$ cat config.mk
export PLATFORM = sky130hd
export DESIGN_NAME = scan_shifter
export DESIGN_NICKNAME = d
export VERILOG_FILES = /design/src/rtl/mem_pkg.sv /design/src/rtl/scan_shifter.sv
export SDC_FILE = /design/constraint.sdc
export NUM_CORES = 1
export LEC_CHECK = 0
export BUFFER_PORTS_ARGS = -buffer_cell sky130_fd_sc_hd__buf_2
export CORE_MARGIN = 2
export CORE_UTILIZATION = 34
export CTS_BUF_LIST = sky130_fd_sc_hd__clkbuf_4 sky130_fd_sc_hd__clkbuf_8
export DETAILED_ROUTE_END_ITERATION = 16
export PLACE_DENSITY = 0.68
export SLEW_MARGIN = 5
export SYNTH_ARGS = -nofsm -noshare
export SYNTH_HDL_FRONTEND = slang
export SYNTH_SLANG_ARGS = --single-unit
export TNS_END_PERCENT = 30
$ cat constraint.sdc
create_clock -name clk_1 -period 2.15 [get_ports clk_1]
set_clock_uncertainty 0.1 [all_clocks]
set_input_delay 0.215 -clock clk_1 [delete_from_list [all_inputs] [get_ports clk_1]]
set_output_delay 0.215 -clock clk_1 [all_outputs]
set_load 0.03 [all_outputs]
$ cat src/rtl/mem_pkg.sv
`default_nettype none

package mem_pkg;

    localparam int BYTE_ADDR_W = 12;
    localparam int WORD_ADDR_W = 10;
    localparam int LANES       = 4;
    localparam int WORD_W      = 32;
    localparam int CNT_W       = 8;
    localparam int HDR_W       = 1 + CNT_W + WORD_ADDR_W;

    // One-hot store controls, any other code is no write
    localparam logic [2:0] STORE_BYTE = 3'b001;
    localparam logic [2:0] STORE_HALF = 3'b010;
    localparam logic [2:0] STORE_WORD = 3'b100;

    typedef logic [BYTE_ADDR_W-1:0] byte_addr_t;
    typedef logic [WORD_ADDR_W-1:0] word_addr_t;
    typedef logic [WORD_W-1:0]      data_word_t;
    typedef logic [7:0]             lane_byte_t;
    typedef logic [LANES-1:0]       lane_mask_t;
    typedef logic [2:0]             store_ctrl_t;
    typedef logic [CNT_W-1:0]       word_cnt_t;

    typedef enum logic [2:0] {
        SCAN_HEADER,
        SCAN_WR_SHIFT,
        SCAN_WR_COMMIT,
        SCAN_RD_FETCH,
        SCAN_RD_LOAD,
        SCAN_RD_SHIFT,
        SCAN_DONE
    } scan_state_t;

endpackage

`default_nettype wire

$ cat src/rtl/scan_shifter.sv
`timescale 1ns/1ps
`default_nettype none

module scan_shifter (
    input  wire                      clk_1,
    input  wire                      rst_n_sync,
    input  wire                      scan_in,
    input  wire                      hdr_shift,
    input  wire                      data_shift,
    input  wire                      out_load,
    input  wire                      out_shift,
    input  wire mem_pkg::data_word_t rdata,
    output logic                     hdr_we,
    output mem_pkg::word_cnt_t       hdr_cnt,
    output mem_pkg::word_addr_t      hdr_addr,
    output mem_pkg::data_word_t      scan_wdata,
    output logic                     scan_out
);
    import mem_pkg::*;

    logic [HDR_W-1:0] hdr_q;
    logic [HDR_W-1:0] hdr_view;
    data_word_t       data_q;
    data_word_t       out_q;

    // Serial fields arrive LSB first, entering at the top
    always_ff @(posedge clk_1) begin
        if (hdr_shift) begin
            hdr_q <= {scan_in, hdr_q[HDR_W-1:1]};
        end
        if (data_shift) begin
            data_q <= {scan_in, data_q[WORD_W-1:1]};
        end
    end

    always_ff @(posedge clk_1 or negedge rst_n_sync) begin
        if (!rst_n_sync) begin
            out_q <= '0;
        end else if (out_load) begin
            out_q <= rdata;
        end else if (out_shift) begin
            out_q <= out_q >> 1;
        end
    end

    // Header as it stands after this edge, lets the final bit steer the FSM
    assign hdr_view = hdr_shift ? {scan_in, hdr_q[HDR_W-1:1]} : hdr_q;

    assign hdr_we     = hdr_view[0];
    assign hdr_cnt    = hdr_view[CNT_W:1];
    assign hdr_addr   = hdr_view[HDR_W-1:CNT_W+1];
    assign scan_wdata = data_q;
    assign scan_out   = out_q[0];

endmodule

`default_nettype wire

==> Word level (Yosys, flattened, before mapping) <==
Index checks and enable logic that the tools add are counted.
{ "word_totals": {"register_bits": 83, "in_bits": 39, "out_inout_bits": 52, "elab_cells": 7} }
{ "classes": {"mux": 3, "n_reduce_logical": 1} }
{ "op_table": {"columns": ["op", "n"], "rows": [
  ["$mux 32", 2],
  ["$mux 19", 1],
  ["$reduce_bool 2->1", 1]
]} }

==> Logic depth before layout (Yosys ltp) <==
{ "depth": {"depth_word": 2, "mapped_depth": 4, "ltp_nobuf": 2} }

==> Worst setup path before layout <==
No wires, ideal clock.
{ "synth_path": {"kind": "input-to-output", "startpoint": "input hdr_shift", "endpoint": "output hdr_addr[0]", "t_arrival_ns": 0.829, "t_required_ns": 1.835, "path_slack_ns": 1.006, "path_stages": 3, "n_path_buf": 2, "cell_sequence": "buf_6 buf_12 mux2_4"} }
{ "synth_between": {"elab_chain_cells": 1} }
{ "synth_lines": {"columns": ["item", "line", "rtl"], "rows": [
  ["start: declaration", "scan_shifter.sv:8", "input wire hdr_shift,"],
  ["$mux 19", "scan_shifter.sv:47", "assign hdr_view = hdr_shift ? {scan_in, hdr_q[HDR_W-1:1]} : hdr_q;"],
  ["end: declaration", "scan_shifter.sv:15", "output mem_pkg::word_addr_t hdr_addr,"]
]} }
No other way between the ends.

==> Final worst setup path <==
{ "layout_path": {"startpoint": "input scan_in", "endpoint": "output hdr_addr[9]"} }
{ "layout_between": {"elab_chain_cells": 1} }
{ "layout_lines": {"columns": ["item", "line", "rtl"], "rows": [
  ["start: declaration", "scan_shifter.sv:7", "input wire scan_in,"],
  ["$mux 19", "scan_shifter.sv:47", null]
]} }
No other way between the ends.

==> results.json <==
{
  "holdPathStages": 3,
  "vias": 1992,
  "viasPerCell": 4.456,
  "worstMarginPinSlew_ns": 0.7313,
  "end_kind": "output pin",
  "yosys_warnings": 0,
  "fin_nets": 373,
  "wl_met1_mm": 2.730,
  "p_leak_nw": 1.893,
  "antenna_found_initial": 0,
  "routed-wl-met3_microns": 340,
  "final_common_cell": "buf_2",
  "placementRows": 34,
  "setup_viol": 0,
  "hold_viol": 0,
  "synth_top_cell_area_share_pct": 30.82,
  "crit_chain": "dlygate4sd3_1 > buf_2 > mux2_2 > buf_2",
  "fin_crit_ns": 1.617,
  "postPlaceCellArea_sq_mm": 0.003620,
  "drc": 0,
  "gr-total-overflow": 0,
  "r2r_cells": 2,
  "max_freq_mhz": 618.3,
  "cp_common_cell": "buf_2",
  "num_antenna_cells": 0,
  "final_max_slew_viol_count": 0,
  "outcome": "finished clean",
  "ys_types": 17,
  "insertion_delay_ns": 0.34,
  "grt_usage_pct": 11.77,
  "first_pass_iters": 4,
  "startpoint_type": "primary input",
  "multiInputGateArea_sq_um": 852.1,
  "core_sq_mm": 0.008806,
  "tritoncts": "yes",
  "synth_area_leaders": "edfxtp_1, dfrtp_1, dfxtp_1",
  "p_total_w": 0.004161,
  "cap_violations": 0,
  "start_util_pct": 35.41,
  "crit_slowest_cell": "dlygate4sd3_1",
  "synth.largest_area_cell": "edfxtp_1",
  "syn2layout_area_growth_pct": 33.11,
  "syn_area_per_cell_sq_um": 14.78,
  "io_pins": 91,
  "ant_nets": 0,
  "port_buffers": 90,
  "synth_seq_cells": 83,
  "final_cell_area_sq_mm": 0.004150,
  "cts_buffer_depth": 2,
  "synth_fp_nets": 250,
  "layout-drive-gt1-share_pct": 37.46,
  "ctsRootBufferMaster": "clkbuf_8",
  "n_fill_cell": 796,
  "max_stage_delay_ns": 0.52,
  "pre_cts_slack_ns": 0.6254,
  "layout_common_cells": "buf_2, dlygate4sd3_1, nand2_1, dfrtp_1, edfxtp_1",
  "dr.first_iter.drc_count": 65,
  "seq_area_sq_mm": 0.002142,
  "dieHeight_microns": 99.77,
  "wl_met2_mm": 2.673,
  "dp_hpwl_mm": 3.765,
  "slew_headroom_pct": 51.25,
  "wl_per_cell_microns": 12.96,
  "grt_pass1_wl_mm": 9.183,
  "cts_sinks": 83,
  "fp.dieW_microns": 99.77,
  "highest_layer": "met4",
  "netlist_area_sq_mm": 0.003118,
  "setup_ws_ns": 0.5327,
  "dieArea_sq_mm": 0.009953,
  "rsz0062_at_grt": "false",
  "drt_wl_total_mm": 5.791,
  "worstPathMaxFanout": 2,
  "cts_made_buffers": 9,
  "cp.arrival_ns": 1.30,
  "finalSetupTns_ns": 0,
  "hold_slack_ns": 0.01162,
  "grt_max_degree": 40,
  "min_path_type": "primary input to flip-flop",
  "p_per_area_mw_per_mm2": 1003,
  "postCtsSetupBuffers": 0,
  "irDropWorstVdd_v": 0.0006950,
  "globalplace.congestion": 0.7325,
  "period_share_pct": 75.22,
  "synthCells": 211,
  "synth_sequential_area_ratio_pct": 68.70,
  "grt_pass1_vias": 1967,
  "crit_type": "primary input to output pin",
  "htree_levels": 3,
  "clk_pin_slew_ns": 0.08,
  "required_ns": 1.84
}
## layout make-up
type / instances / area share [%]
clock buffer: 9 / 2.985
clock inverter: 7 / 1.839
multi-input combinational: 115 / 20.53
sequential: 83 / 51.61
tap: 108 / 3.256
timing repair buffer: 125 / 19.78
## sequential cells by signal, summed over array words and instances, names as in the netlist
name and count:
scan_wdata 32, hdr_q 19, out_q 32
## cell usage after synthesis
cell and count:
o21ai_2 1, buf_8 3, clkbuf_1 1, nand2_1 32
o21ai_1 29, mux2i_1 31, dfxtp_1 19, edfxtp_1 32
dfrtp_1 32, nand2b_1 1, buf_6 2, o21ai_0 2
buf_12 1, buf_2 5, mux2_2 9, mux2_4 10
buf_4 1
## worst paths after layout
path	start	to	slack, ns
max in group asynchronous	rst_n_sync	out_q[22]	1.12
min	rdata[21]	out_q[21]	0.01
max reg2reg	out_q[10]	out_q[9]	1.31
max	scan_in	hdr_addr[9]	0.53
min reg2reg	scan_wdata[12]	scan_wdata[11]	0.35
min in group asynchronous	rst_n_sync	out_q[12]	0.36
## worst max-delay path, delay by kind of cell
kind	cells	cell delay (ns)
buffers and inverters	3	0.82
muxes	1	0.26
## kinds of logic (layout without fill, tap and decap cells)
family	count (synthesis)	in the layout	share of synthesized area, %
AO/OA/AOI/OAI	32	32	5.257
buffers and inverters	13	141	3.972
flip-flops	83	83	68.70
multiplexers	50	50	18.02
AND/OR/NAND/NOR	33	33	4.053
## metrics by stage
stage,util (%),cells
2_1_floorplan,-,211
3_3_place_gp,41.11,398
3_5_place_dp,41.11,398
4_1_cts,47.13,447
5_1_grt,47.13,447
6_report,47.13,447
## timing repair
| item | 4_1_cts | 5_1_grt |
|---|---|---|
| gates resized for setup | 0 | 0 |
| hold buffers | 33 | 0 |
| endpoints found under the hold margin | 64 | 0 |
## power by group
| group | leakage, nW | switching [W] | total [W] | internal [W] |
|---|---|---|---|---|
| Sequential | 0.863 | 0.000117 | 0.00201 | 0.00189 |
| Clock | 0.0993 | 0.000569 | 0.00112 | 0.000546 |
| Combinational | 0.931 | 0.000624 | 0.00104 | 0.000412 |
| Total | 1.89 | 0.00131 | 0.00416 | 0.00285 |
## per-layer routing
layer | vias up | GRT usage (%)
met4 | 0 | 5.374
met2 | 65 | 18.19
met3 | 6 | 3.865
li1 | 994 | -
met5 | - | 0
met1 | 927 | 15.04
(Power assumes the default switching activity.)
