**src/rtl/mem_pkg.sv**
```systemverilog
`default_nettype none

package mem_pkg;

    localparam int BYTE_ADDR_W = 12;
    localparam int WORD_ADDR_W = 10;
    localparam int LANES       = 4;
    localparam int WORD_W      = 32;
    localparam int CNT_W       = 8;
    localparam int HDR_W       = 1 + CNT_W + WORD_ADDR_W;

    // One-hot store controls, any other code is no write
    localparam logic [2:0] STORE_BYTE = 3'b001;
    localparam logic [2:0] STORE_HALF = 3'b010;
    localparam logic [2:0] STORE_WORD = 3'b100;

    typedef logic [BYTE_ADDR_W-1:0] byte_addr_t;
    typedef logic [WORD_ADDR_W-1:0] word_addr_t;
    typedef logic [WORD_W-1:0]      data_word_t;
    typedef logic [7:0]             lane_byte_t;
    typedef logic [LANES-1:0]       lane_mask_t;
    typedef logic [2:0]             store_ctrl_t;
    typedef logic [CNT_W-1:0]       word_cnt_t;

    typedef enum logic [2:0] {
        SCAN_HEADER,
        SCAN_WR_SHIFT,
        SCAN_WR_COMMIT,
        SCAN_RD_FETCH,
        SCAN_RD_LOAD,
        SCAN_RD_SHIFT,
        SCAN_DONE
    } scan_state_t;

endpackage

`default_nettype wire

```
**src/rtl/lane_router.sv**
```systemverilog
`timescale 1ns/1ps
`default_nettype none

module lane_router (
    input  wire                                       mem_en,
    input  wire mem_pkg::byte_addr_t                  mem_addr,
    input  wire mem_pkg::data_word_t                  mem_din,
    input  wire mem_pkg::store_ctrl_t                 storecntrl,
    input  wire                                       scan_active,
    input  wire                                       scan_bank_en,
    input  wire                                       scan_bank_we,
    input  wire mem_pkg::word_addr_t                  scan_word_addr,
    input  wire mem_pkg::data_word_t                  scan_wdata,
    output mem_pkg::lane_mask_t                       lane_en,
    output mem_pkg::lane_mask_t                       lane_we,
    output mem_pkg::word_addr_t [mem_pkg::LANES-1:0]  lane_addr,
    output mem_pkg::lane_byte_t [mem_pkg::LANES-1:0]  lane_din
);
    import mem_pkg::*;

    word_addr_t         cpu_word;
    word_addr_t         cpu_next;
    logic [1:0]         cpu_off;
    lane_mask_t         base_mask;
    lane_mask_t         cpu_mask;
    logic [2*LANES-1:0] mask_rot;

    assign cpu_word = mem_addr[BYTE_ADDR_W-1:2];
    assign cpu_next = cpu_word + 1'b1;
    assign cpu_off  = mem_addr[1:0];

    always_comb begin
        case (storecntrl)
            STORE_BYTE: base_mask = 4'b0001;
            STORE_HALF: base_mask = 4'b0011;
            STORE_WORD: base_mask = 4'b1111;
            default:    base_mask = 4'b0000;
        endcase
    end

    // Mask rotated up to the offset, upper lanes wrap into lane 0
    assign mask_rot = {base_mask, base_mask} << cpu_off;
    assign cpu_mask = mask_rot[2*LANES-1:LANES];

    always_comb begin
        logic [1:0] src;
        for (int k = 0; k < LANES; k++) begin
            src = 2'(k) - cpu_off;
            if (scan_active) begin
                lane_addr[k] = scan_word_addr;
                lane_din[k]  = scan_wdata[8*k +: 8];
            end else begin
                // Lanes below the offset belong to the next word
                lane_addr[k] = (k < cpu_off) ? cpu_next : cpu_word;
                lane_din[k]  = mem_din[8*src +: 8];
            end
        end
    end

    assign lane_en = scan_active ? {LANES{scan_bank_en}} : {LANES{mem_en}};
    assign lane_we = scan_active ? {LANES{scan_bank_we}} : (mem_en ? cpu_mask : '0);

endmodule

`default_nettype wire

```
**config.mk**
```make
export PLATFORM = sky130hd
export DESIGN_NAME = lane_router
export DESIGN_NICKNAME = d
export VERILOG_FILES = /design/src/rtl/mem_pkg.sv /design/src/rtl/lane_router.sv
export SDC_FILE = /design/constraint.sdc
export NUM_CORES = 1
export LEC_CHECK = 0
export CELL_PAD_IN_SITES_DETAIL_PLACEMENT = 1
export CELL_PAD_IN_SITES_GLOBAL_PLACEMENT = 2
export CORE_ASPECT_RATIO = 0.7
export CORE_MARGIN = 2
export CORE_UTILIZATION = 37
export DETAILED_ROUTE_END_ITERATION = 10
export DONT_BUFFER_PORTS = 1
export GPL_TIMING_DRIVEN = 0
export PLACE_DENSITY = 0.9
export SLEW_MARGIN = 20
export SYNTH_ARGS = -nofsm -noshare
export SYNTH_HDL_FRONTEND = slang
export SYNTH_SLANG_ARGS = --single-unit
```
**constraint.sdc**
```tcl
create_clock -name vclk -period 3.82
set_input_delay 0.382 -clock vclk [all_inputs]
set_output_delay 0.382 -clock vclk [all_outputs]
set_load 0.01 [all_outputs]
```
# ---- Word-level counts from Yosys, hierarchy flattened
# Index checks and enable logic that the tools add are counted.
dict set report totals {
  wordCells 31
  in_bits 93
  reg_bits 0
}
dict set report op_classes {
  shift 5
  eq_ne 3
  magnitude_cmp 3
  add_sub_neg 5
  n_mux 15
}
# op count
set ops {}
lappend ops {{indexed part select 32 x 6 -> 8 bit} 4}
lappend ops {{2-to-1 mux 10 bit} 7}
lappend ops {{2-to-1 mux 8 bit} 4}
lappend ops {{2-to-1 mux 4 bit} 3}
lappend ops {{one-hot mux 4 bit (3 select lines)} 1}
lappend ops {{adder 10 x 1 -> 10 bit, second input constant} 1}
lappend ops {{left shift 8 x 2 -> 8 bit} 1}
lappend ops {{less-than comparator 1 x 2 -> 1 bit, first input constant} 2}
lappend ops {{subtractor 1 x 2 -> 2 bit, first input constant} 2}
lappend ops {{subtractor 2 bit, first input constant} 2}
lappend ops {{== test 3 x 1 -> 1 bit, second input constant} 1}
lappend ops {{== test 3 x 2 -> 1 bit, second input constant} 1}
lappend ops {{== test 3 bit, second input constant} 1}
lappend ops {{less-than comparator 2 bit, first input constant} 1}

# ---- Logic depth before layout (Yosys ltp)
dict set report depth {
  word_depth 5
  ltp_mapped 9
  depth_no_buf 6
}

# ---- Least setup slack after synthesis
# OpenSTA, ideal clock, no wires.
dict set report synth_path {
  path_kind {in2out}
  startpoint {in mem_addr[1]}
  endpoint {out lane_din[1] (netlist bit)}
  arrival_time_ns 1.897
  t_required_ns 3.438
  path_slack_ns 1.541
  path_stages 9
  cell_sequence {buf_4 -> buf_4 -> inv_2 -> ha_1 -> buf_2 -> buf_2 -> mux4_2 -> nand2_1 -> nand2_1}
}
# element line
set synth_rtl {}
lappend synth_rtl {{start: declaration} lane_router.sv:6} ;# input wire mem_pkg::byte_addr_t mem_addr,
lappend synth_rtl {{end: declaration} lane_router.sv:17} ;# output mem_pkg::lane_byte_t [mem_pkg::LANES-1:0] lane_din

==> insert_results.sql <==
INSERT INTO impl_metrics (metric_group, metric, value, unit) VALUES
('grt', 'grt_util_all_layers', '0.223', ''),
('cells_and_area', 'nFillCells', '778', ''),
('placed_design', 'dpl-instance-area', '0.00243', 'mm^2'),
('power', 'netSwitchingPower', '0.182', 'mW'),
('power', 'powerDensity', '131', 'mW/mm^2'),
('timing', 'hold_viol_final', '0', ''),
('timing', 'achievable-frequency', '377', 'MHz'),
('setup_path', 'cp_data_arrival_time', '2270', 'ps'),
('floorplanning', 'die_w', '99.0', 'um'),
('grt', 'antenna_found_initial', '0', ''),
('cells_and_area', 'finish.net_count', '401', ''),
('yosys', 'count_of_mapped_cells_out_of_synthesis', '303', ''),
('floorplanning', 'io_pins', '173', ''),
('cells_and_area', 'fin_area', '0.00243', 'mm^2'),
('grt', 'grt_max_degree', '11', ''),
('cells_and_area', 'design.seq.count', '0', ''),
('setup_path', 'critPathKind', 'in -> out', ''),
('setup_path', 'worst_setup_path_start_kind', 'input pin', ''),
('yosys', 'synth.yosys.seq_area_share', '0', ''),
('drt', 'drt_first_iter_violations', '137', ''),
('floorplanning', 'floorplan.die.height', '70.5', 'um'),
('cells_and_area', 'num-clock-buffers', '0', ''),
('cells_and_area', 'layout_cells_sized_above_1', '0.264', ''),
('timing', 'final.hold.worst_slack', '891', 'ps'),
('yosys', 'synth_fp_nets', '399', ''),
('run', 'drv.max_cap_violation_count', '0', ''),
('drt', 'totalWireLength', '8230', 'um'),
('cells_and_area', 'multiInputGateArea', '0.00210', 'mm^2'),
('yosys', 'yosysWarningCount', '0', ''),
('timing', 'relSlewSlack', '0.554', ''),
('cells_and_area', 'antenna-diode-count', '0', ''),
('placed_design', 'finalWeightedCongestion', '0.812', ''),
('setup_path', 'critical_path_required', '3440', 'ps'),
('grt', 'grt_pass1_wl', '12600', 'um'),
('worst_hold_path', 'min_to', 'lane_din[24]', ''),
('timing', 'timing_max_transition_violations_final', '0', ''),
('setup_path', 'endpoint_kind', 'output pin', ''),
('timing', 'period_needed', '2650', 'ps'),
('yosys', 'syn-mean-instance-area', '7.71', 'um^2'),
('drt', 'wire_length_per_cell', '21.6', 'um'),
('timing', 'rsz0062_at_grt', 'false', ''),
('grt', 'first_global_vias', '2295', ''),
('floorplanning', 'floorplan.initialDensity', '0.380', ''),
('cells_and_area', 'layout.area.seq', '0', 'um^2'),
('clock_network', 'post_cts.resized_instances', '0', ''),
('yosys', 'synth.lib_cells_used.distinct', '36', ''),
('floorplanning', 'die_area', '0.00698', 'mm^2'),
('grt', 'grt_overflow', '0', ''),
('power', 'irDropWorstVdd', '0.0000426', 'V'),
('worst_hold_path', 'holdCritStartpoint', 'scan_wdata[24]', ''),
('timing', 'finalSetupTns', '0', 'ps'),
('placed_design', 'portBuffers', '0', ''),
('drt', 'ant_nets', '0', ''),
('drt', 'vias', '2331', ''),
('power', 'power.leakage', '1.04', 'nW'),
('setup_path', 'path_max_fanout', '10', ''),
('floorplanning', 'cell_row_count', '24', ''),
('setup_path', 'critPathLaunch', 'mem_addr[1]', ''),
('cells_and_area', 'area_delta_synth_final', '4.18', '%'),
('floorplanning', 'core_area', '0.00616', 'mm^2'),
('placed_design', 'dp_hpwl', '6690', 'um'),
('power', 'cell_internal_pwr', '0.136', 'mW'),
('drt', 'post_route_drc', '0', ''),
('drt', 'detail_route.vias_per_cell', '6.12', ''),
('clock_network', 'postCtsSetupRepairBufs', '0', ''),
('drt', 'drt_first_pass_iters', '4', ''),
('timing', 'tightestPinTransition', '668', 'ps'),
('outcome', 'run_status', 'finished clean', ''),
('power', 'clkPwrFrac', '0', ''),
('cells_and_area', 'fin_util', '0.396', ''),
('worst_hold_path', 'hp-class', 'in -> out', ''),
('power', 'swShare', '0.574', ''),
('yosys', 'syn_area', '0.00234', 'mm^2'),
('power', 'comb_power_share', '1.000', ''),
('timing', 'final.period_utilization', '0.695', ''),
('timing', 'setup_viol', '0', ''),
('power', 'share_seq_of_total_power', '0', ''),
('worst_hold_path', 'worst_hold_path.num_cells', '2', ''),
('clock_network', 'cts_hold_buffers', '0', '');
logic make-up after synthesis:
| logic type | Yosys count | share of synthesized area |
|---|---|---|
| AOI/OAI and AO/OA | 37 | 0.0990 |
| xor gates and xnor gates | 27 | 0.101 |
| adders and majority gates | 3 | 0.0161 |
| buffers and inverters | 38 | 0.102 |
| muxes | 47 | 0.379 |
| and+or+nand+nor | 151 | 0.303 |
cell type report:
type	instances	area share
multi-input cells	265	0.862
inverters	4	0.00617
plain buffers	34	0.0915
well taps	78	0.0401
routing by layer:
metal,global-route usage,routed length [um],share of wire,vias to the layer above
met1,0.321,3590,0.44,1135
met3,0.0160,640,0.078,0
met4,0.00152,0,0,0
met2,0.390,4010,0.49,120
met5,0,0,0,-
li1,-,-,-,1076
cells in the final DEF (no fill, tap or decap), types with 8 or more instances in the layout:
cell type / count
sky130_fd_sc_hd__mux2_2: 12
sky130_fd_sc_hd__xnor2_1: 11
sky130_fd_sc_hd__a21boi_1: 9
sky130_fd_sc_hd__nand2_1: 107
sky130_fd_sc_hd__buf_6: 8
sky130_fd_sc_hd__buf_2: 10
sky130_fd_sc_hd__mux4_2: 32
sky130_fd_sc_hd__nor2_1: 9
sky130_fd_sc_hd__a21oi_1: 15
sky130_fd_sc_hd__xor2_1: 16
per-stage QoR:
step / cells / worst slack (ps) / total power [mW]
after floorplan: 303 / 1540 / 0.267
after global routing: 381 / 1030 / 0.346
final: 381 / 1170 / 0.318
after detailed placement: 381 / 1140 / 0.320
after CTS: 381 / 1130 / 0.321
after global placement: 381 / 1140 / 0.314
how the worst max path moves through the flow:
stage / endpoint / slack, ps / depth (start not counted)
2_1_floorplan: lane_din[1] / 1540 / 9
3_3_place_gp: lane_din[1] / 1140 / 9
3_5_place_dp: lane_din[1] / 1140 / 9
4_1_cts: lane_din[1] / 1130 / 9
5_1_grt: lane_din[2] / 1030 / 9
6_report: lane_din[1] / 1170 / 9
cells in the mapped netlist (all sizes together), types with 2 or more instances:
library cell / instances / share of area
a211oi: 2 / 0.0064
a21boi: 12 / 0.039
a21oi: 15 / 0.032
and2: 2 / 0.0064
and3: 2 / 0.0054
buf: 29 / 0.087
clkbuf: 5 / 0.0080
ha: 3 / 0.016
inv: 4 / 0.0064
mux2: 12 / 0.058
mux2i: 3 / 0.013
mux4: 32 / 0.31
nand2: 107 / 0.17
nand2b: 6 / 0.016
nand3: 6 / 0.013
nand3b: 2 / 0.0064
nand4: 8 / 0.037
nand4b: 2 / 0.013
nor2: 9 / 0.014
nor3: 4 / 0.0086
o21ai: 5 / 0.011
o221ai: 2 / 0.0075
xnor2: 11 / 0.041
xor2: 16 / 0.060
critical path, stage by stage:
cell	delay (ps)
sky130_fd_sc_hd__buf_4	210
sky130_fd_sc_hd__buf_4	250
sky130_fd_sc_hd__inv_2	80
sky130_fd_sc_hd__ha_1	280
sky130_fd_sc_hd__buf_2	220
sky130_fd_sc_hd__buf_2	300
sky130_fd_sc_hd__mux4_2	330
sky130_fd_sc_hd__nand2_1	90
sky130_fd_sc_hd__nand2_1	110
power groups by stage:
stage,logic (mW),clock network (mW),registers (mW)
3_5_place_dp,0.320,0,0
4_1_cts,0.321,0,0
2_1_floorplan,0.267,0,0
6_report,0.318,0,0
3_3_place_gp,0.314,0,0
5_1_grt,0.346,0,0
Power figures use the tool's default switching activity.
