--- config.mk ---
export PLATFORM = sky130hd
export DESIGN_NAME = bit_counter
export DESIGN_NICKNAME = d
export VERILOG_FILES = /design/src/rtl/mem_pkg.sv /design/src/rtl/bit_counter.sv
export SDC_FILE = /design/constraint.sdc
export NUM_CORES = 1
export LEC_CHECK = 0
export BUFFER_PORTS_ARGS = -buffer_cell sky130_fd_sc_hd__clkbuf_2
export CORE_MARGIN = 1
export CORE_UTILIZATION = 45
export CTS_CLUSTER_DIAMETER = 40
export DETAILED_ROUTE_END_ITERATION = 7
export GPL_ROUTABILITY_DRIVEN = 0
export PLACE_DENSITY = 0.65
export RECOVER_POWER = 100
export SYNTH_ARGS = -nofsm -noshare
export SYNTH_HDL_FRONTEND = slang
export SYNTH_SLANG_ARGS = --single-unit
--- constraint.sdc ---
create_clock -name clk_1 -period 2.3 [get_ports clk_1]
set_clock_uncertainty 0.2 [all_clocks]
set_input_delay 0.46 -clock clk_1 [delete_from_list [all_inputs] [get_ports clk_1]]
set_output_delay 0.46 -clock clk_1 [all_outputs]
set_load 0.02 [all_outputs]
--- src/rtl/mem_pkg.sv ---
`default_nettype none

package mem_pkg;

    localparam int BYTE_ADDR_W = 12;
    localparam int WORD_ADDR_W = 10;
    localparam int LANES       = 4;
    localparam int WORD_W      = 32;
    localparam int CNT_W       = 8;
    localparam int HDR_W       = 1 + CNT_W + WORD_ADDR_W;

    // One-hot store controls, any other code is no write
    localparam logic [2:0] STORE_BYTE = 3'b001;
    localparam logic [2:0] STORE_HALF = 3'b010;
    localparam logic [2:0] STORE_WORD = 3'b100;

    typedef logic [BYTE_ADDR_W-1:0] byte_addr_t;
    typedef logic [WORD_ADDR_W-1:0] word_addr_t;
    typedef logic [WORD_W-1:0]      data_word_t;
    typedef logic [7:0]             lane_byte_t;
    typedef logic [LANES-1:0]       lane_mask_t;
    typedef logic [2:0]             store_ctrl_t;
    typedef logic [CNT_W-1:0]       word_cnt_t;

    typedef enum logic [2:0] {
        SCAN_HEADER,
        SCAN_WR_SHIFT,
        SCAN_WR_COMMIT,
        SCAN_RD_FETCH,
        SCAN_RD_LOAD,
        SCAN_RD_SHIFT,
        SCAN_DONE
    } scan_state_t;

endpackage

`default_nettype wire

--- src/rtl/bit_counter.sv ---
`timescale 1ns/1ps
`default_nettype none

module bit_counter (
    input  wire                     clk_1,
    input  wire                     rst_n_sync,
    input  wire                     bit_clr,
    input  wire                     bit_step,
    input  wire                     word_load,
    input  wire                     word_step,
    input  wire mem_pkg::word_cnt_t hdr_cnt,
    output logic                    hdr_full,
    output logic                    word_full,
    output logic                    last_word
);
    import mem_pkg::*;

    logic [$clog2(WORD_W):0] bit_cnt;
    word_cnt_t               words_left;

    always_ff @(posedge clk_1 or negedge rst_n_sync) begin
        if (!rst_n_sync) begin
            bit_cnt    <= '0;
            words_left <= '0;
        end else begin
            if (bit_clr) begin
                bit_cnt <= '0;
            end else if (bit_step) begin
                bit_cnt <= bit_cnt + 1'b1;
            end
            // Count field is words minus one
            if (word_load) begin
                words_left <= hdr_cnt;
            end else if (word_step) begin
                words_left <= words_left - 1'b1;
            end
        end
    end

    assign hdr_full  = (bit_cnt == HDR_W - 1);
    assign word_full = (bit_cnt == WORD_W - 1);
    assign last_word = (words_left == '0);

endmodule

`default_nettype wire

# Yosys cells after proc, flatten, opt, wreduce, memory -nomap -nowiden
# Cells that the tools add are included.
classes:
  n_mux: 4
  eq_ne: 2
  n_reduce_logical: 3
  add_sub_neg: 2
op_table:
  columns: ["operator", "n"]
  rows:
  - ["$mux 8", 2]
  - ["$eq 6x5->1 const B", 2]
  - ["$mux 6", 2]
  - ["$logic_not 8->1", 1]
  - ["$sub 8x1->8 const B", 1]
  - ["$add 6x1->6 const B", 1]
  - ["$reduce_bool 2->1", 2]
totals:
  word_cells: 13
  out_inout_bits: 3
  in_bits: 14
  regBits: 14

# Depth between registers and ports, before layout
# Gate-level depths: netlist of the first run.
depth:
  ltp_word: 3
  ltp_mapped: 5
  ltp_nobuf: 5

# Worst setup path before layout of the first run
# Ideal clock, no wire load.
synth_timing:
  path_kind: "register to output"
  from: "reg words_left[3]"
  to: "out last_word"
  setup_slack_ps: -57
  stages_incl_launch_ff: 3
  required_ps: 1640
  arrival_ps: 1697
  n_path_buf: 0
  cell_sequence: "dfrtp_1 > or4_4 > nor4b_1"
synth_between:
  elab_chain_cells: 1
synth_rtl:
  columns: ["item", "line_no", "text"]
  rows:
  - ["from (decl)", "bit_counter.sv:19", "word_cnt_t words_left;"]
  - ["from (signal assigned)", "bit_counter.sv:33", "words_left <= hdr_cnt;"]
  - ["from (signal assigned)", "bit_counter.sv:35", "words_left <= words_left - 1'b1;"]
  - ["$logic_not 8->1", "bit_counter.sv:42", "assign last_word = (words_left == '0);"]
  - ["to (decl)", "bit_counter.sv:14", "output logic last_word"]
# Every way passes these cells.

# Worst setup path after layout of the first run
# Same ends and word-level chain as after synthesis.

==> flow_metrics.tcl, run 1 <==
set metrics [dict create \
    ys_seq_elements 14 \
    synth_cell_types 28 \
    wire_per_inst_um 12.5 \
    cts_buffers 3 \
    grt_max_degree 19 \
    antenna_left 0 \
    cts_root_buf "clkbuf_4" \
    clkLatencyLatePin_ns 0.27 \
    drc_errors 2 \
    relSlewSlack_pct 51.7 \
    nets 124 \
    die-height_um 44.2 \
    tritoncts "done" \
    drive_above_1_share_pct 23.1 \
    core_area_mm2 0.00158 \
    start_util_pct 50.8 \
    wl_um 1500 \
    io_buffers 16 \
    worst-r2r-cell-count 3 \
    io-pin-count 17 \
    num_antenna_cells 0 \
    placedCellCount 113 \
    via_per_inst 5.54 \
    synth_edf_count 0 \
    path_depth 3 \
    die_area_mm2 0.00195 \
    final_cells 120 \
    cpPeakStageDelay_ns 0.56 \
    antenna_found_initial 0 \
    synthArstFlopShare_pct 100 \
    maxCapViolCount 0 \
    crit_path_top_delay_cell "or4_4" \
    path_delay_family "simple AND/OR/NAND/NOR gates" \
    cp.arrival_ns 1.62 \
    synth_fp_nets 101 \
    max_freq_mhz 438 \
    violations "design-rule violations" \
    synthesis.area_um2 801 \
    grt_overflow 0 \
    p_leak_nw 0.421 \
    path_clk_slew_ns 0.08 \
    seq_area_frac_synth_pct 43.8 \
    drv_slew 0 \
    r2r-end "words_left[5]" \
    yosysWarnings 0 \
    crit_required_ns 1.64 \
    grt_usage_pct 18.3 \
    syn_inst 83 \
    p_total_mw 0.525 \
    critPathMaxFanout 3 \
    grt_pass1_vias 658 \
    status "complete, but fails checks" \
    synth-main-ff-cell "dfrtp_1" \
    hold_viol 0 \
    setup_viol 0 \
    vias 665 \
    grt_pass1_wl_um 2640 \
    clock-sinks 14 \
    path_cells "or4_4 -> nor4b_2 -> buf_4" \
    end_kind "output port" \
    cp-start-kind "flip-flop" \
    htreeDepth 1 \
    path_buf_inv 1 \
    fin_crit_ns 2.28 \
    firstDrtPassIters 6 \
    rows 14 \
    worstReg2RegStart "words_left[2]" \
    syn_avg_cell_area_um2 9.65 \
    clockBufferDepth 2 \
    critPathKind "flip-flop to output port" \
    rrSetupSlack_ns 0.44 \
    critPathLaunch "words_left[3]" \
    area_growth_pct 18.6 \
    vdd_ir_drop_max_uv 409 \
    powerDensity_mw_per_mm2 553 \
    hp-class "input port to flip-flop" \
    dp_hpwl_um 1130 \
    drt-initial-drc-count 13 \
    dieWidth_um 44.2 \
    rsz0062_at_grt "true" \
    fin_crit_sh_pct 99.2 \
    tightest_slew_ns 0.724 \
    crit_path_end "last_word" \
]
==> cell type report <==
class / instances / area (µm²)
fill: 149 / 627
multi-input combinational: 64 / 434
sequential: 14 / 350
timing repair buffer: 20 / 111
clock buffer: 3 / 22.5
tap: 16 / 20.0
inverter: 3 / 11.3
==> synthesized netlist by cell type, types with 2 or more instances <==
| master | number | area, µm² |
|---|---|---|
| xnor2_1 | 4 | 35.0 |
| nand4_1 | 2 | 12.5 |
| dfrtp_1 | 14 | 350 |
| nor2b_1 | 2 | 12.5 |
| nor2_1 | 6 | 22.5 |
| o21ai_0 | 9 | 45.0 |
| nand2_1 | 11 | 41.3 |
| nor4b_1 | 2 | 17.5 |
| xor2_1 | 4 | 35.0 |
| ha_1 | 4 | 50.1 |
| nand3_1 | 4 | 20.0 |
| o31a_1 | 2 | 17.5 |
| or4_1 | 2 | 15.0 |
| inv_1 | 3 | 11.3 |
==> cells by family (layout without fill, tap and decap cells) <==
kind of cell,count (synthesis),in the layout,synth area share (%)
fa+ha+maj,4,4,6.25
xor+xnor,8,8,8.75
simple gates,39,39,29.1
compound gates,13,13,9.37
flops,14,14,43.8
buf+inv,5,26,2.81
==> worst min-delay path, delay by kind of cell <==
family / cells / cell delay, ns
and+or+nand+nor: 2 / 0.09
buffers and inverters: 1 / 0.07
==> power by group <==
group	switching [mW]	internal [mW]	total, mW
Clock	0.0715	0.0607	0.132
Sequential	0.0224	0.266	0.289
Combinational	0.0505	0.0540	0.105
==> per-layer routing <==
metal | up-vias | GRT usage (%) | share of wire, %
met5 | - | 0 | 0
met4 | 0 | 5.45 | 0.73
met3 | 2 | 6.12 | 5.1
met2 | 13 | 29.7 | 46
met1 | 311 | 23.1 | 48
li1 | 339 | - | -
==> how the worst min path moves through the flow <==
stage / start / to / slack, ns / depth (start not counted)
after floorplan: rst_n_sync / bit_cnt[0] / -0.04 / 0
after global placement: rst_n_sync / bit_cnt[5] / 0.18 / 1
after detailed placement: rst_n_sync / bit_cnt[5] / 0.18 / 1
after CTS: hdr_cnt[6] / words_left[6] / 0.18 / 3
after global routing: hdr_cnt[1] / words_left[1] / 0.19 / 3
final: hdr_cnt[6] / words_left[6] / 0.19 / 3
==> cells in the final DEF, fill, tap and decap left out, drive strengths merged <==
cell type / Yosys / layout
clkbuf: 1 / 18
and4b: 1 / 1
xnor2: 4 / 4
o31a: 2 / 2
dlygate4sd3: 0 / 1
nand4: 2 / 2
nor4bb: 1 / 1
buf: 1 / 4
nor4b: 2 / 2
xor2: 4 / 4
or4: 3 / 3
a211oi: 1 / 1
and4bb: 1 / 1
nor4: 1 / 1
or3: 2 / 2
nand3b: 1 / 1
nand3: 4 / 4
ha: 4 / 4
nor2: 6 / 6
dfrtp: 14 / 14
inv: 3 / 3
or4b: 1 / 1
nand2: 11 / 11
nor2b: 2 / 2
a21oi: 1 / 1
nand2b: 1 / 1
o21ai: 9 / 9
==> registers in the layout, summed over array words and instances (netlist names) <==
register and cells:
words_left 8, bit_cnt 6
==> timing repair <==
action | 4_1_cts | 5_1_grt
hold endpoints to repair | 14 | 0
resized for setup | 1 | 1
pin swaps | 0 | 0
hold buffers | 1 | 0
endpoints found under the setup margin | 1 | 1
setup buffers | 3 | 0
==> per-stage QoR <==
stage	setup WS, ns	cell area (µm²)	hold slack [ns]	utilization (%)	TNS [ns]
2_1_floorplan	0.214	807	-0.0356	-	0
3_3_place_gp	0.251	896	0.181	56.8	0
3_5_place_dp	0.226	896	0.178	56.8	0
4_1_cts	-0.0137	953	0.178	60.5	-0.0137
5_1_grt	-0.0232	950	0.194	60.2	-0.0232
6_report	0.0183	950	0.187	60.2	0
(Power assumes the default switching activity.)
==> run 2, diff against run 1 <==
--- a/config.mk
+++ b/config.mk
@@ -7,11 +7,11 @@
 export LEC_CHECK = 0
 export BUFFER_PORTS_ARGS = -buffer_cell sky130_fd_sc_hd__clkbuf_2
 export CORE_MARGIN = 1
-export CORE_UTILIZATION = 45
+export CORE_UTILIZATION = 52
 export CTS_CLUSTER_DIAMETER = 40
 export DETAILED_ROUTE_END_ITERATION = 7
 export GPL_ROUTABILITY_DRIVEN = 0
-export PLACE_DENSITY = 0.65
+export PLACE_DENSITY = 0.74
 export RECOVER_POWER = 100
 export SYNTH_ARGS = -nofsm -noshare
 export SYNTH_HDL_FRONTEND = slang
==> run 2 against run 1 <==
Effect of this change:
- the run ends with negative setup slack left
- core utilization rose by 11 points
- via count rose by 1.1%
- routed wire length rose by 18%
- critical path type unchanged
- setup slack got worse by 0.022 ns
- largest power group unchanged
- sequential cell count did not move
- first-iteration DRC count fell by 46%
- highest routed layer unchanged
- sequential share of layout area fell by 0.90 points
==> flow_metrics.tcl, run 2 (synthesized netlist as in run 1, its figures left out) <==
set metrics [dict create \
    status "complete, but fails checks" \
    violations "negative setup slack" \
    cp.arrival_ns 1.64 \
    crit_path_top_delay_cell "or4_4" \
    multi_input_area_um2 443 \
    clkLatencyLatePin_ns 0.28 \
    num_antenna_cells 0 \
    drive_above_1_share_pct 25.7 \
    critPathLaunch "words_left[3]" \
    grt_max_degree 19 \
    grt_overflow 0 \
    maxCapViolCount 0 \
    wl_um 1770 \
    setup_ws_ns -0.00419 \
    antenna_found_initial 0 \
    grt_usage_pct 24.1 \
    p_leak_nw 0.439 \
    grt_pass1_wl_um 2520 \
    p_total_mw 0.578 \
    via_per_inst 5.60 \
    die_area_mm2 0.00170 \
    tritoncts "done" \
    critPathMaxFanout 3 \
    io_buffers 16 \
    grt_pass1_vias 610 \
    fin_crit_ns 2.30 \
    rows 13 \
    firstDrtPassIters 5 \
    htreeDepth 1 \
    hold_viol 0 \
    power_frac_comb_pct 19.1 \
    cpPeakStageDelay_ns 0.58 \
    drt-initial-drc-count 7 \
    reg_top3 "words_left (8), bit_cnt (6)" \
    start_util_pct 58.6 \
    io-pin-count 17 \
    setup_viol 1 \
    fill_cells 110 \
    clock-sinks 14 \
    cp-start-kind "flip-flop" \
    seqPwrFrac_pct 50.3 \
    switching_share_pct 27.7 \
    hp-class "input port to flip-flop" \
    antenna_left 0 \
    powerDensity_mw_per_mm2 593 \
    area_growth_pct 21.6 \
    largest_register_ffs 8 \
    crit_required_ns 1.64 \
    cts_buffers 3 \
    die-height_um 41.2 \
    vdd_ir_drop_max_uv 446 \
    critPathKind "flip-flop to output port" \
    worstReg2RegStart "words_left[3]" \
    switchingPower_mw 0.160 \
    drv_slew 0 \
    clockBufferDepth 2 \
    p_clk_share_pct 30.7 \
    core_area_mm2 0.00137 \
    tightest_slew_ns 0.755 \
    dieWidth_um 41.2 \
    p_int_mw 0.418 \
    placedCellCount 112 \
    fin_crit_sh_pct 100 \
    vias 672 \
    nets 124 \
    max_flop_register "words_left" \
    fin_util_pct 71.2 \
    path_cells "or4_4 -> nor4b_4 -> buf_4" \
    seqCellArea_um2 350 \
    relSlewSlack_pct 49.7 \
    path_clk_slew_ns 0.08 \
    rsz0062_at_grt "true" \
    max_freq_mhz 434 \
    end_kind "output port" \
    drc_errors 0 \
    mostFrequentLayoutCells "dfrtp_1, clkbuf_2, nand2_1, o21ai_0, nor2_1" \
    min_from "hdr_cnt[0]" \
    cts_root_buf "clkbuf_4" \
    final_cells 120 \
    wire_per_inst_um 14.8 \
]
## run 2: power by group through the flow
stage / clock network, mW / logic [mW] / registers (mW)
floorplan: 0 / 0.0606 / 0.291
global placement: 0 / 0.0861 / 0.295
detailed placement: 0 / 0.0889 / 0.297
CTS: 0.181 / 0.106 / 0.287
global route: 0.190 / 0.125 / 0.293
finish: 0.177 / 0.110 / 0.290
## run 2: cell type report
class	count	area share, %
repair buffers	20	11.7
flip-flops and latches	14	36.0
clock buffers	4	3.73
well taps	15	1.93
inverters	3	1.16
multi-input cells	64	45.5
## run 2: worst paths after layout
kind	slack [ns]	end	cells past startpoint
worst max-delay path	-0.004	last_word	3
worst min-delay path	0.18	words_left[0]	3
worst max register to register	0.41	words_left[6]	4
worst min register to register	0.40	bit_cnt[5]	2
max in group asynchronous	0.88	words_left[3]	2
min in group asynchronous	0.55	bit_cnt[5]	2
## run 2: critical path, delay by kind of cell, from the launching register on
family	cells	cell delay (ns)
and+or+nand+nor	2	0.80
DFF	1	0.40
buffers and inverters	1	0.17
## run 2: stage by stage
step / cell area, µm² / setup slack, ns / hold slack [ns] / setup TNS [ns]
6_report: 973 / -0.00419 / 0.183 / -0.00419
5_1_grt: 973 / -0.0748 / 0.174 / -0.0748
4_1_cts: 966 / 0.00307 / 0.180 / 0
3_5_place_dp: 895 / 0.243 / 0.175 / 0
3_3_place_gp: 895 / 0.255 / 0.176 / 0
2_1_floorplan: 807 / 0.214 / -0.0356 / 0
## run 2: repair_timing
action | in CTS | in global routing
endpoints found under the setup margin | 1 | 1
setup buffers | 3 | 0
endpoints found under the hold margin | 14 | 0
hold buffers | 1 | 0
gates resized for setup | 1 | 2
## run 2: routing by layer
metal	wire length, µm	GRT usage [%]
met5	0	0
met4	27	9.68
met3	78	8.15
met2	870	40.2
met1	796	28.2
