<file path="src/rtl/mem_pkg.sv">
`default_nettype none

package mem_pkg;

    localparam int BYTE_ADDR_W = 12;
    localparam int WORD_ADDR_W = 10;
    localparam int LANES       = 4;
    localparam int WORD_W      = 32;
    localparam int CNT_W       = 8;
    localparam int HDR_W       = 1 + CNT_W + WORD_ADDR_W;

    // One-hot store controls, any other code is no write
    localparam logic [2:0] STORE_BYTE = 3'b001;
    localparam logic [2:0] STORE_HALF = 3'b010;
    localparam logic [2:0] STORE_WORD = 3'b100;

    typedef logic [BYTE_ADDR_W-1:0] byte_addr_t;
    typedef logic [WORD_ADDR_W-1:0] word_addr_t;
    typedef logic [WORD_W-1:0]      data_word_t;
    typedef logic [7:0]             lane_byte_t;
    typedef logic [LANES-1:0]       lane_mask_t;
    typedef logic [2:0]             store_ctrl_t;
    typedef logic [CNT_W-1:0]       word_cnt_t;

    typedef enum logic [2:0] {
        SCAN_HEADER,
        SCAN_WR_SHIFT,
        SCAN_WR_COMMIT,
        SCAN_RD_FETCH,
        SCAN_RD_LOAD,
        SCAN_RD_SHIFT,
        SCAN_DONE
    } scan_state_t;

endpackage

`default_nettype wire

</file>
<file path="src/rtl/read_aligner.sv">
`timescale 1ns/1ps
`default_nettype none

module read_aligner (
    input  wire                                      clk_1,
    input  wire                                      rst_n_sync,
    input  wire                                      capture,
    input  wire [1:0]                                offset,
    input  wire mem_pkg::lane_byte_t [mem_pkg::LANES-1:0] lane_dout,
    output mem_pkg::data_word_t                      rdata
);
    import mem_pkg::*;

    logic [1:0] off_q;

    always_ff @(posedge clk_1 or negedge rst_n_sync) begin
        if (!rst_n_sync) begin
            off_q <= 2'b00;
        end else if (capture) begin
            off_q <= offset;
        end
    end

    // Byte j of the word sits in lane (offset + j) mod 4
    always_comb begin
        logic [1:0] lane;
        for (int j = 0; j < LANES; j++) begin
            lane = off_q + 2'(j);
            rdata[8*j +: 8] = lane_dout[lane];
        end
    end

endmodule

`default_nettype wire

</file>
<file path="config.mk">
export PLATFORM = sky130hd
export DESIGN_NAME = read_aligner
export DESIGN_NICKNAME = d
export VERILOG_FILES = /design/src/rtl/mem_pkg.sv /design/src/rtl/read_aligner.sv
export SDC_FILE = /design/constraint.sdc
export NUM_CORES = 1
export LEC_CHECK = 0
export BUFFER_PORTS_ARGS = -buffer_cell sky130_fd_sc_hd__clkbuf_2
export CAP_MARGIN = 25
export CELL_PAD_IN_SITES_DETAIL_PLACEMENT = 1
export CELL_PAD_IN_SITES_GLOBAL_PLACEMENT = 1
export CORE_MARGIN = 8
export CORE_UTILIZATION = 33
export DETAILED_ROUTE_END_ITERATION = 7
export HOLD_SLACK_MARGIN = 0.05
export PLACE_DENSITY_LB_ADDON = 0.08
export SYNTH_ARGS = -nofsm -noshare
export SYNTH_HDL_FRONTEND = slang
export SYNTH_SLANG_ARGS = --single-unit
</file>
<file path="constraint.sdc">
create_clock -name clk_1 -period 3.1 [get_ports clk_1]
set_clock_uncertainty 0.05 [all_clocks]
set_input_delay 0.155 -clock clk_1 [delete_from_list [all_inputs] [get_ports clk_1]]
set_output_delay 0.155 -clock clk_1 [all_outputs]
set_load 0.03 [all_outputs]
</file>
# --- After elaboration in Yosys (flattened, before gate mapping) ---
# Cells that the tools add are included.
totals:
  register_bits: 2
  out_inout_bits: 32
  elab_cells: 16
classes:
  add_sub_neg: 3
  n_lt_le_gt_ge: 4
  mux: 8
op_table:
  columns: ["operator", "count"]
  rows:
  - ["8-bit binary-select mux with 2-bit select", 4]
  - ["8-bit 2-to-1 mux", 4]
  - ["2-bit by 3-bit less-than comparator with 1-bit output (second input constant)", 4]
  - ["2-bit adder (second input constant)", 2]
  - ["2-bit by 1-bit adder with 2-bit output (second input constant)", 1]

# --- Logic depth before layout (Yosys ltp) ---
# Gate-level depths: netlist (run 1).
depth:
  word_depth: 3
  mapped_depth: 4
  mapped_depth_nobuf: 1

# --- Least setup slack after synthesis (run 1) ---
# No wires, ideal clock.
synth_path:
  kind: "register -> output"
  startpoint: "reg off_q[1]"
  endpoint: "out rdata[25]"
  arrival_ns: 1.209
  required_ns: 2.895
  slack_ns: 1.686
  path_stages_with_launch: 5
  path_buffers: 3
  cell_sequence: "dfrtp_1 > buf_6 > buf_6 > buf_4 > mux4_1"
synth_between:
  elab_chain_len: 3
synth_rtl:
  columns: ["item", "line", "source"]
  rows:
  - ["start, declared", "read_aligner.sv:14", "logic [1:0] off_q;"]
  - ["start signal, assigned", "read_aligner.sv:20", "off_q <= offset;"]
  - ["2-bit adder", "read_aligner.sv:28", "lane = off_q + 2'(j);"]
  - ["8-bit binary-select mux with 2-bit select", "read_aligner.sv:29", "rdata[8*j +: 8] = lane_dout[lane];"]
  - ["8-bit 2-to-1 mux (not written as such)", "read_aligner.sv:29", null]
  - ["end, declared", "read_aligner.sv:10", "output mem_pkg::data_word_t rdata"]
# No other way between the ends. The select of a mux whose other input is x is not followed.

# --- Final worst setup path (run 1) ---
layout_path:
  startpoint: "reg off_q[0]"
  endpoint: "out rdata[25]"
# The elaborated chain is that of the path after synthesis.

==> implementation parameters, run 1 <==
Parameter                              Value

Die
  Die W ... 68.36 um
  Initial Utilization ... 33.67%
  Core area ... 2686 sq um
  Die footprint ... 4672 sq um
  Number of ports placed on the die boundary ... 69
  Number of core rows ... 19
  Die height ... 68.36 um

Setup path
  CP Class ... reg2out
  Critical path endpoint category ... primary output
  Reg2reg end ... off_q[0]
  Buffering stage count on the worst path with inverters included ... 1
  Kind of launch point of the worst setup path ... register
  Reg-to-reg slack, setup ... 1.78 ns
  Family with the most delay on the worst path ... flip-flops
  Maximum single-stage delay on the critical path ... 0.90 ns
  Data arrival time of the critical path ... 2.00 ns
  Data required, critical path ... 2.89 ns
  Reg2Reg Depth ... 1
  Reg-to-reg critical path startpoint ... off_q[0]
  Cell with the biggest individual delay on the critical path ... dfrtp_2
  Top fanout value on the critical path ... 33
  Worst-path cell chain ... mux4_1 -> clkbuf_2

Timing
  Part of the cycle the worst path needs ... 71.11%
  Final Hold Violating Endpoints ... 0
  Sum of negative setup slack ... 0 ns
  RSZ-0062 raised after global routing ... false
  Final number of max-transition violations ... 0
  Worst path setup slack after routing ... 0.8955 ns
  Worst-margin pin slew ... 0.8273 ns
  Max Clk Rate ... 453.6 MHz
  Min cycle time layout ... 2.204 ns
  Number of failing setup endpoints in the final timing report ... 0
  Worst hold slack after final layout ... 0.1254 ns
  Relative slew slack ... 44.85%

Hold path
  Hold Path Class ... in2reg
  Hold path depth ... 2
  Start point of the worst min-delay path ... offset[0]
  Endpoint of the worst hold-timing path ... off_q[0]

Synth
  Share of the synthesized area in the top cell type ... 69.71%
  Top cell type by total area after synthesis ... mux4_2
  Number of enable flip-flop cells after synthesis ... 0
  Syn Area/Cell ... 20.56 sq um
  FFs w/ async S/R, synth ... 100.0%
  Cell area after technology mapping ... 904.6 sq um
  Number of cells produced by synthesis ... 44
  Register bit count reported by yosys ... 2
  Total number of yosys warnings ... 0
  Leading post-synthesis cells by instance count ... mux4_2, mux4_1, buf_4, buf_6
  Syn nets ... 81
  Sequential area share after synthesis ... 5.533%
  Dominant synthesized flop cell ... dfrtp_1
  Most repeated cell in the gate-level netlist after synthesis ... mux4_2
  Number of library cell types mapped by synthesis ... 7
  Top post-synthesis cells by area ... mux4_2, mux4_1, dfrtp_1, buf_12, buf_6

Final layout
  Number of inserted filler cells in the final layout ... 294
  Register with the most flip-flops ... off_q
  Layout Utilization ... 45.88%
  Max reg flops ... 2
  Top flop regs ... off_q: 2 flops
  Count of nets after finishing ... 148
  Layout cell share with drive strength beyond 1 ... 93.64%
  Diodes inserted ... 0
  Non-Filler Cell Area, Final ... 1232 sq um
  Syn-to-layout area delta ... 36.24%

Power and ir drop
  Pleak ... 0.5563 nW
  Peak ir drop on the vdd network ... 0.2936 mV
  Power per unit of standard cell area ... 394.1 nW/um^2

Clocking
  Clk Latency, worst-skew pair ... 0.23 ns
  Total clock buffers created by CTS ... 3
  Clock tree from TritonCTS ... done
  Clock-pin slew of the registers on the worst-case setup and hold paths ... 0.03 ns
  Root Driver ... clkbuf_4
  CTS resizes ... 0
  Count of clock tree sinks ... 2
  Total number of H-tree levels ... 1
  Number of buffers on the longest clock path ... 2

Place
  Final weighted congestion in routability-driven placement ... 0.7164
  Post-place setup slack ... 1.095 ns
  Dpl hpwl ... 2.232 mm
  DP Area ... 1196 sq um
  Port buffer count ... 68

Global routing
  Total global routing track utilization ... 10.69%
  Global route total overflow ... 0
  Via count of the first global-routing pass ... 851
  Global-route wire length before repair ... 3.939 mm
  Initial antenna violation count ... 0
  Maximum number of pins on one net before global-route repair ... 34

Route
  First-pass detailed-route iteration total ... 4
  Antenna Nets Post-Route ... 0
  Detail-routed via count per cell ... 5.773
  Iteration-0 DRC Markers ... 68
  WL/cell ... 18.71 um
  DRC violation count after routing ... 0
  Vias after detailed routing ... 814
  Aggregate routed wire length ... 2.638 mm

Job
  Number of violations of the max-capacitance limit ... 0

Status
  Result of the run ... finished, final reports clean
==> per-layer routing <==
layer	share of wire, %	GRT usage [%]	vias to the layer above
li1	-	-	361
met1	36	12.72	413
met2	51	18.29	38
met3	13	2.619	2
met4	0.99	3.836	0
met5	0	0	-
==> worst max-delay path by stage <==
stage / start / endpoint / slack [ns] / cells after the start
6_report: off_q[0] / rdata[25] / 0.90 / 2
5_1_grt: off_q[0] / rdata[25] / 0.73 / 2
4_1_cts: off_q[0] / rdata[25] / 0.84 / 2
3_5_place_dp: off_q[0] / rdata[25] / 1.09 / 2
3_3_place_gp: off_q[0] / rdata[7] / 1.13 / 2
2_1_floorplan: off_q[1] / rdata[25] / 1.69 / 4
==> metrics by stage <==
stage               total power, mW  cells
CTS                          0.4973    141
global route                 0.5189    141
global placement             0.4218    136
detailed placement           0.4265    136
finish                       0.4857    141
floorplan                    0.3396     44
==> where the power goes <==
group          internal (mW)  leakage [nW]  switching, mW
clock network         0.0480        0.0150         0.0174
logic                  0.158         0.519          0.211
registers             0.0288        0.0224         0.0226
total                  0.235         0.556          0.251
==> logic make-up after synthesis <==
logic type / share of synthesized area [%]
muxes: 83.82
buffers and inverters: 10.65
DFF: 5.533
==> cell type report <==
class,instances,area (sq um),share of cell area [%]
clock buffer,4,26.28,2.132
timing repair buffer,70,357.8,29.04
multi-input combinational,34,758.2,61.52
sequential,2,51.30,4.162
tap,31,38.79,3.147
==> layout by cell type, fill, tap and decap left out <==
master | synthesis | layout
dfrtp_1 | 2 | 1
clkbuf_1 | 0 | 1
mux4_2 | 28 | 28
buf_4 | 3 | 1
clkbuf_2 | 0 | 68
mux4_1 | 4 | 4
clkbuf_4 | 0 | 3
dlygate4sd3_1 | 0 | 1
mux2_2 | 2 | 2
dfrtp_2 | 0 | 1
==> what timing repair did <==
action,CTS,global route
endpoints found under the setup margin,0,0
buffers inserted,0,0
hold buffers,1,0
endpoints found under the hold margin,2,0
(Power assumes the default switching activity.)
==> run 2, diff against run 1 <==
--- a/config.mk
+++ b/config.mk
@@ -10,7 +10,7 @@
 export CELL_PAD_IN_SITES_DETAIL_PLACEMENT = 1
 export CELL_PAD_IN_SITES_GLOBAL_PLACEMENT = 1
 export CORE_MARGIN = 8
-export CORE_UTILIZATION = 33
+export CORE_UTILIZATION = 27
 export DETAILED_ROUTE_END_ITERATION = 7
 export HOLD_SLACK_MARGIN = 0.05
 export PLACE_DENSITY_LB_ADDON = 0.08
==> constraint.sdc (replaced) <==
create_clock -name clk_1 -period 1.91 [get_ports clk_1]
set_clock_uncertainty 0.05 [all_clocks]
set_input_delay 0.0955 -clock clk_1 [delete_from_list [all_inputs] [get_ports clk_1]]
set_output_delay 0.0955 -clock clk_1 [all_outputs]
set_load 0.03 [all_outputs]
==> implementation parameters, run 2 (synthesized netlist as in run 1, its figures left out) <==
Parameter                              Value

Timing
  Min cycle time layout ... 1.753 ns
  Part of the cycle the worst path needs ... 91.80%
  Final number of max-transition violations ... 0 (unchanged)
  Relative slew slack ... 82.62% (was 44.85%)
  RSZ-0062 raised after global routing ... false (unchanged)
  Worst-margin pin slew ... 0.2608 ns (was 0.8273 ns)
  Final Hold Violating Endpoints ... 0 (unchanged)
  Worst path setup slack after routing ... 0.1565 ns (was 0.8955 ns)
  Sum of negative setup slack ... 0 ns (unchanged)
  Max Clk Rate ... 570.3 MHz
  Number of failing setup endpoints in the final timing report ... 0 (unchanged)

Route
  Detail-routed via count per cell ... 5.219 (was 5.773)
  Vias after detailed routing ... 835 (was 814)
  DRC violation count after routing ... 0 (unchanged)
  First-pass detailed-route iteration total ... 4 (unchanged)
  WL/cell ... 16.66 um (was 18.71 um)
  Aggregate routed wire length ... 2.666 mm (was 2.638 mm)
  Iteration-0 DRC Markers ... 47 (was 68)
  Antenna Nets Post-Route ... 0 (unchanged)

Setup path
  Top fanout value on the critical path ... 13 (was 33)
  Data arrival time of the critical path ... 1.61 ns (was 2.00 ns)
  Data required, critical path ... 1.76 ns (was 2.89 ns)
  Critical path endpoint category ... primary output (unchanged)
  CP Class ... reg2out (unchanged)
  Reg2Reg Depth ... 2 (was 1)
  Kind of launch point of the worst setup path ... register (unchanged)

Final layout
  Top flop regs ... off_q: 2 flops (unchanged)
  Total area of sequential cells ... 51.30 sq um (unchanged)
  Commonest non-fill, non-tap cells in the layout ... clkbuf_2, mux4_2, mux4_1 (unchanged)
  Syn-to-layout area delta ... 43.29% (was 36.24%)
  Multi-input gate area ... 758.2 sq um (unchanged)
  Layout cell share with drive strength beyond 1 ... 92.98% (was 93.64%)
  Count of nets after finishing ... 152 (was 148)
  Non-Filler Cell Area, Final ... 1296 sq um (was 1232 sq um)
  Most common cell after layout, fill and taps aside ... clkbuf_2 (unchanged)
  Diodes inserted ... 0 (unchanged)
  Number of inserted filler cells in the final layout ... 380 (was 294)
  Max reg flops ... 2 (unchanged)
  Register with the most flip-flops ... off_q (unchanged)
  Layout Utilization ... 39.47% (was 45.88%)

Place
  Port buffer count ... 68 (unchanged)
  Final weighted congestion in routability-driven placement ... 0.6768 (was 0.7164)
  Post-place setup slack ... 0.3765 ns (was 1.095 ns)
  Dpl hpwl ... 2.370 mm (was 2.232 mm)
  DP Area ... 1250 sq um (was 1196 sq um)

Die
  Die W ... 73.88 um (was 68.36 um)
  Core area ... 3284 sq um (was 2686 sq um)
  Number of core rows ... 21 (was 19)
  Initial Utilization ... 27.54% (was 33.67%)
  Die footprint ... 5458 sq um (was 4672 sq um)
  Die height ... 73.88 um (was 68.36 um)
  Number of ports placed on the die boundary ... 69 (unchanged)

Power and ir drop
  Fraction of power spent switching nets ... 50.68% (was 51.58%)
  Clock network fraction of total power ... 13.0% (was 13.4%)
  Pleak ... 0.5795 nW (was 0.5563 nW)
  Design internal power ... 397.3 uW (was 235.2 uW)
  Power per unit of standard cell area ... 621.5 nW/um^2 (was 394.1 nW/um^2)
  Peak ir drop on the vdd network ... 0.3669 mV (was 0.2936 mV)
  Psw ... 408.3 uW (was 250.5 uW)
  Part of the total power dissipated in combinational logic ... 80.7% (was 76.0%)
  Design Power ... 805.7 uW (was 485.7 uW)
  Sequential power share ... 6.3% (was 10.6%)

Job
  Number of violations of the max-capacitance limit ... 0 (unchanged)

Clocking
  Number of buffers on the longest clock path ... 2 (unchanged)
  Number of buffers inserted by hold repair at cts ... 2 (was 1)
  Clk Latency, worst-skew pair ... 0.22 ns (was 0.23 ns)
  Clock-pin slew of the registers on the worst-case setup and hold paths ... 0.03 ns (about the same)
  Count of clock tree sinks ... 2 (unchanged)
  Clock tree from TritonCTS ... done (unchanged)
  CTS resizes ... 0 (unchanged)
  Number of buffers inserted to repair setup after CTS ... 0 (unchanged)
  Total number of H-tree levels ... 1 (unchanged)
  Total clock buffers created by CTS ... 3 (unchanged)
  Root Driver ... clkbuf_4 (unchanged)

Global routing
  Total global routing track utilization ... 9.616% (was 10.69%)
  Via count of the first global-routing pass ... 925 (was 851)
  Global route total overflow ... 0 (unchanged)
  Initial antenna violation count ... 0 (unchanged)
  Maximum number of pins on one net before global-route repair ... 21 (was 34)
  Global-route wire length before repair ... 4.264 mm (was 3.939 mm)

Hold path
  Hold Path Class ... in2reg (unchanged)
  Hold path depth ... 2 (unchanged)

Status
  Result of the run ... finished, final reports clean (unchanged)
==> run 2: changes by cell type in the layout (fill, tap and decap cells not counted), sizes merged <==
cell         previous run  this run
dlygate4sd3             1         2
buf                     1         4
==> run 2: through the flow <==
step / cells / hold slack [ns]
2_1_floorplan: 44 / -0.2501
3_3_place_gp: 154 / -0.1661
5_1_grt: 160 / 0.06613
6_report: 160 / 0.05950
4_1_cts: 160 / 0.05066
3_5_place_dp: 154 / -0.1620
==> run 2: per-layer routing <==
metal	part of all wire, %	GRT usage, %	up-vias
met5	0	0	-
met4	0.49	3.326	0
met3	10	3.274	2
met2	55	18.41	34
met1	34	9.150	431
li1	-	-	368
==> run 2: final cells by class <==
type	count	area share, %
Timing Repair Buffer	74	31.08
Multi-Input combinational cell	34	58.49
Tap cell	46	4.440
Clock buffer	4	2.027
Sequential cell	2	3.958
==> run 2: power groups by stage <==
stage	registers, mW	logic, mW	clock network (mW)
floorplan	0.0490	0.502	0
global placement	0.0510	0.657	0
detailed placement	0.0512	0.658	0
CTS	0.0507	0.661	0.110
global route	0.0513	0.691	0.116
finish	0.0506	0.650	0.105
==> run 2: worst paths after layout <==
check | from | endpoint | slack (ns)
min | offset[1] | off_q[1] | 0.06
max reg2reg | off_q[0] | off_q[0] | 0.87
max | off_q[0] | rdata[31] | 0.16
min in group asynchronous | rst_n_sync | off_q[0] | 0.14
max in group asynchronous | rst_n_sync | off_q[0] | 1.56
min reg2reg | off_q[1] | off_q[1] | 0.71
==> run 2: worst max-delay path, stage by stage (launching register included) <==
cell and delay (ns):
dfrtp_2 0.37, buf_4 0.22, mux4_1 0.58, clkbuf_2 0.20
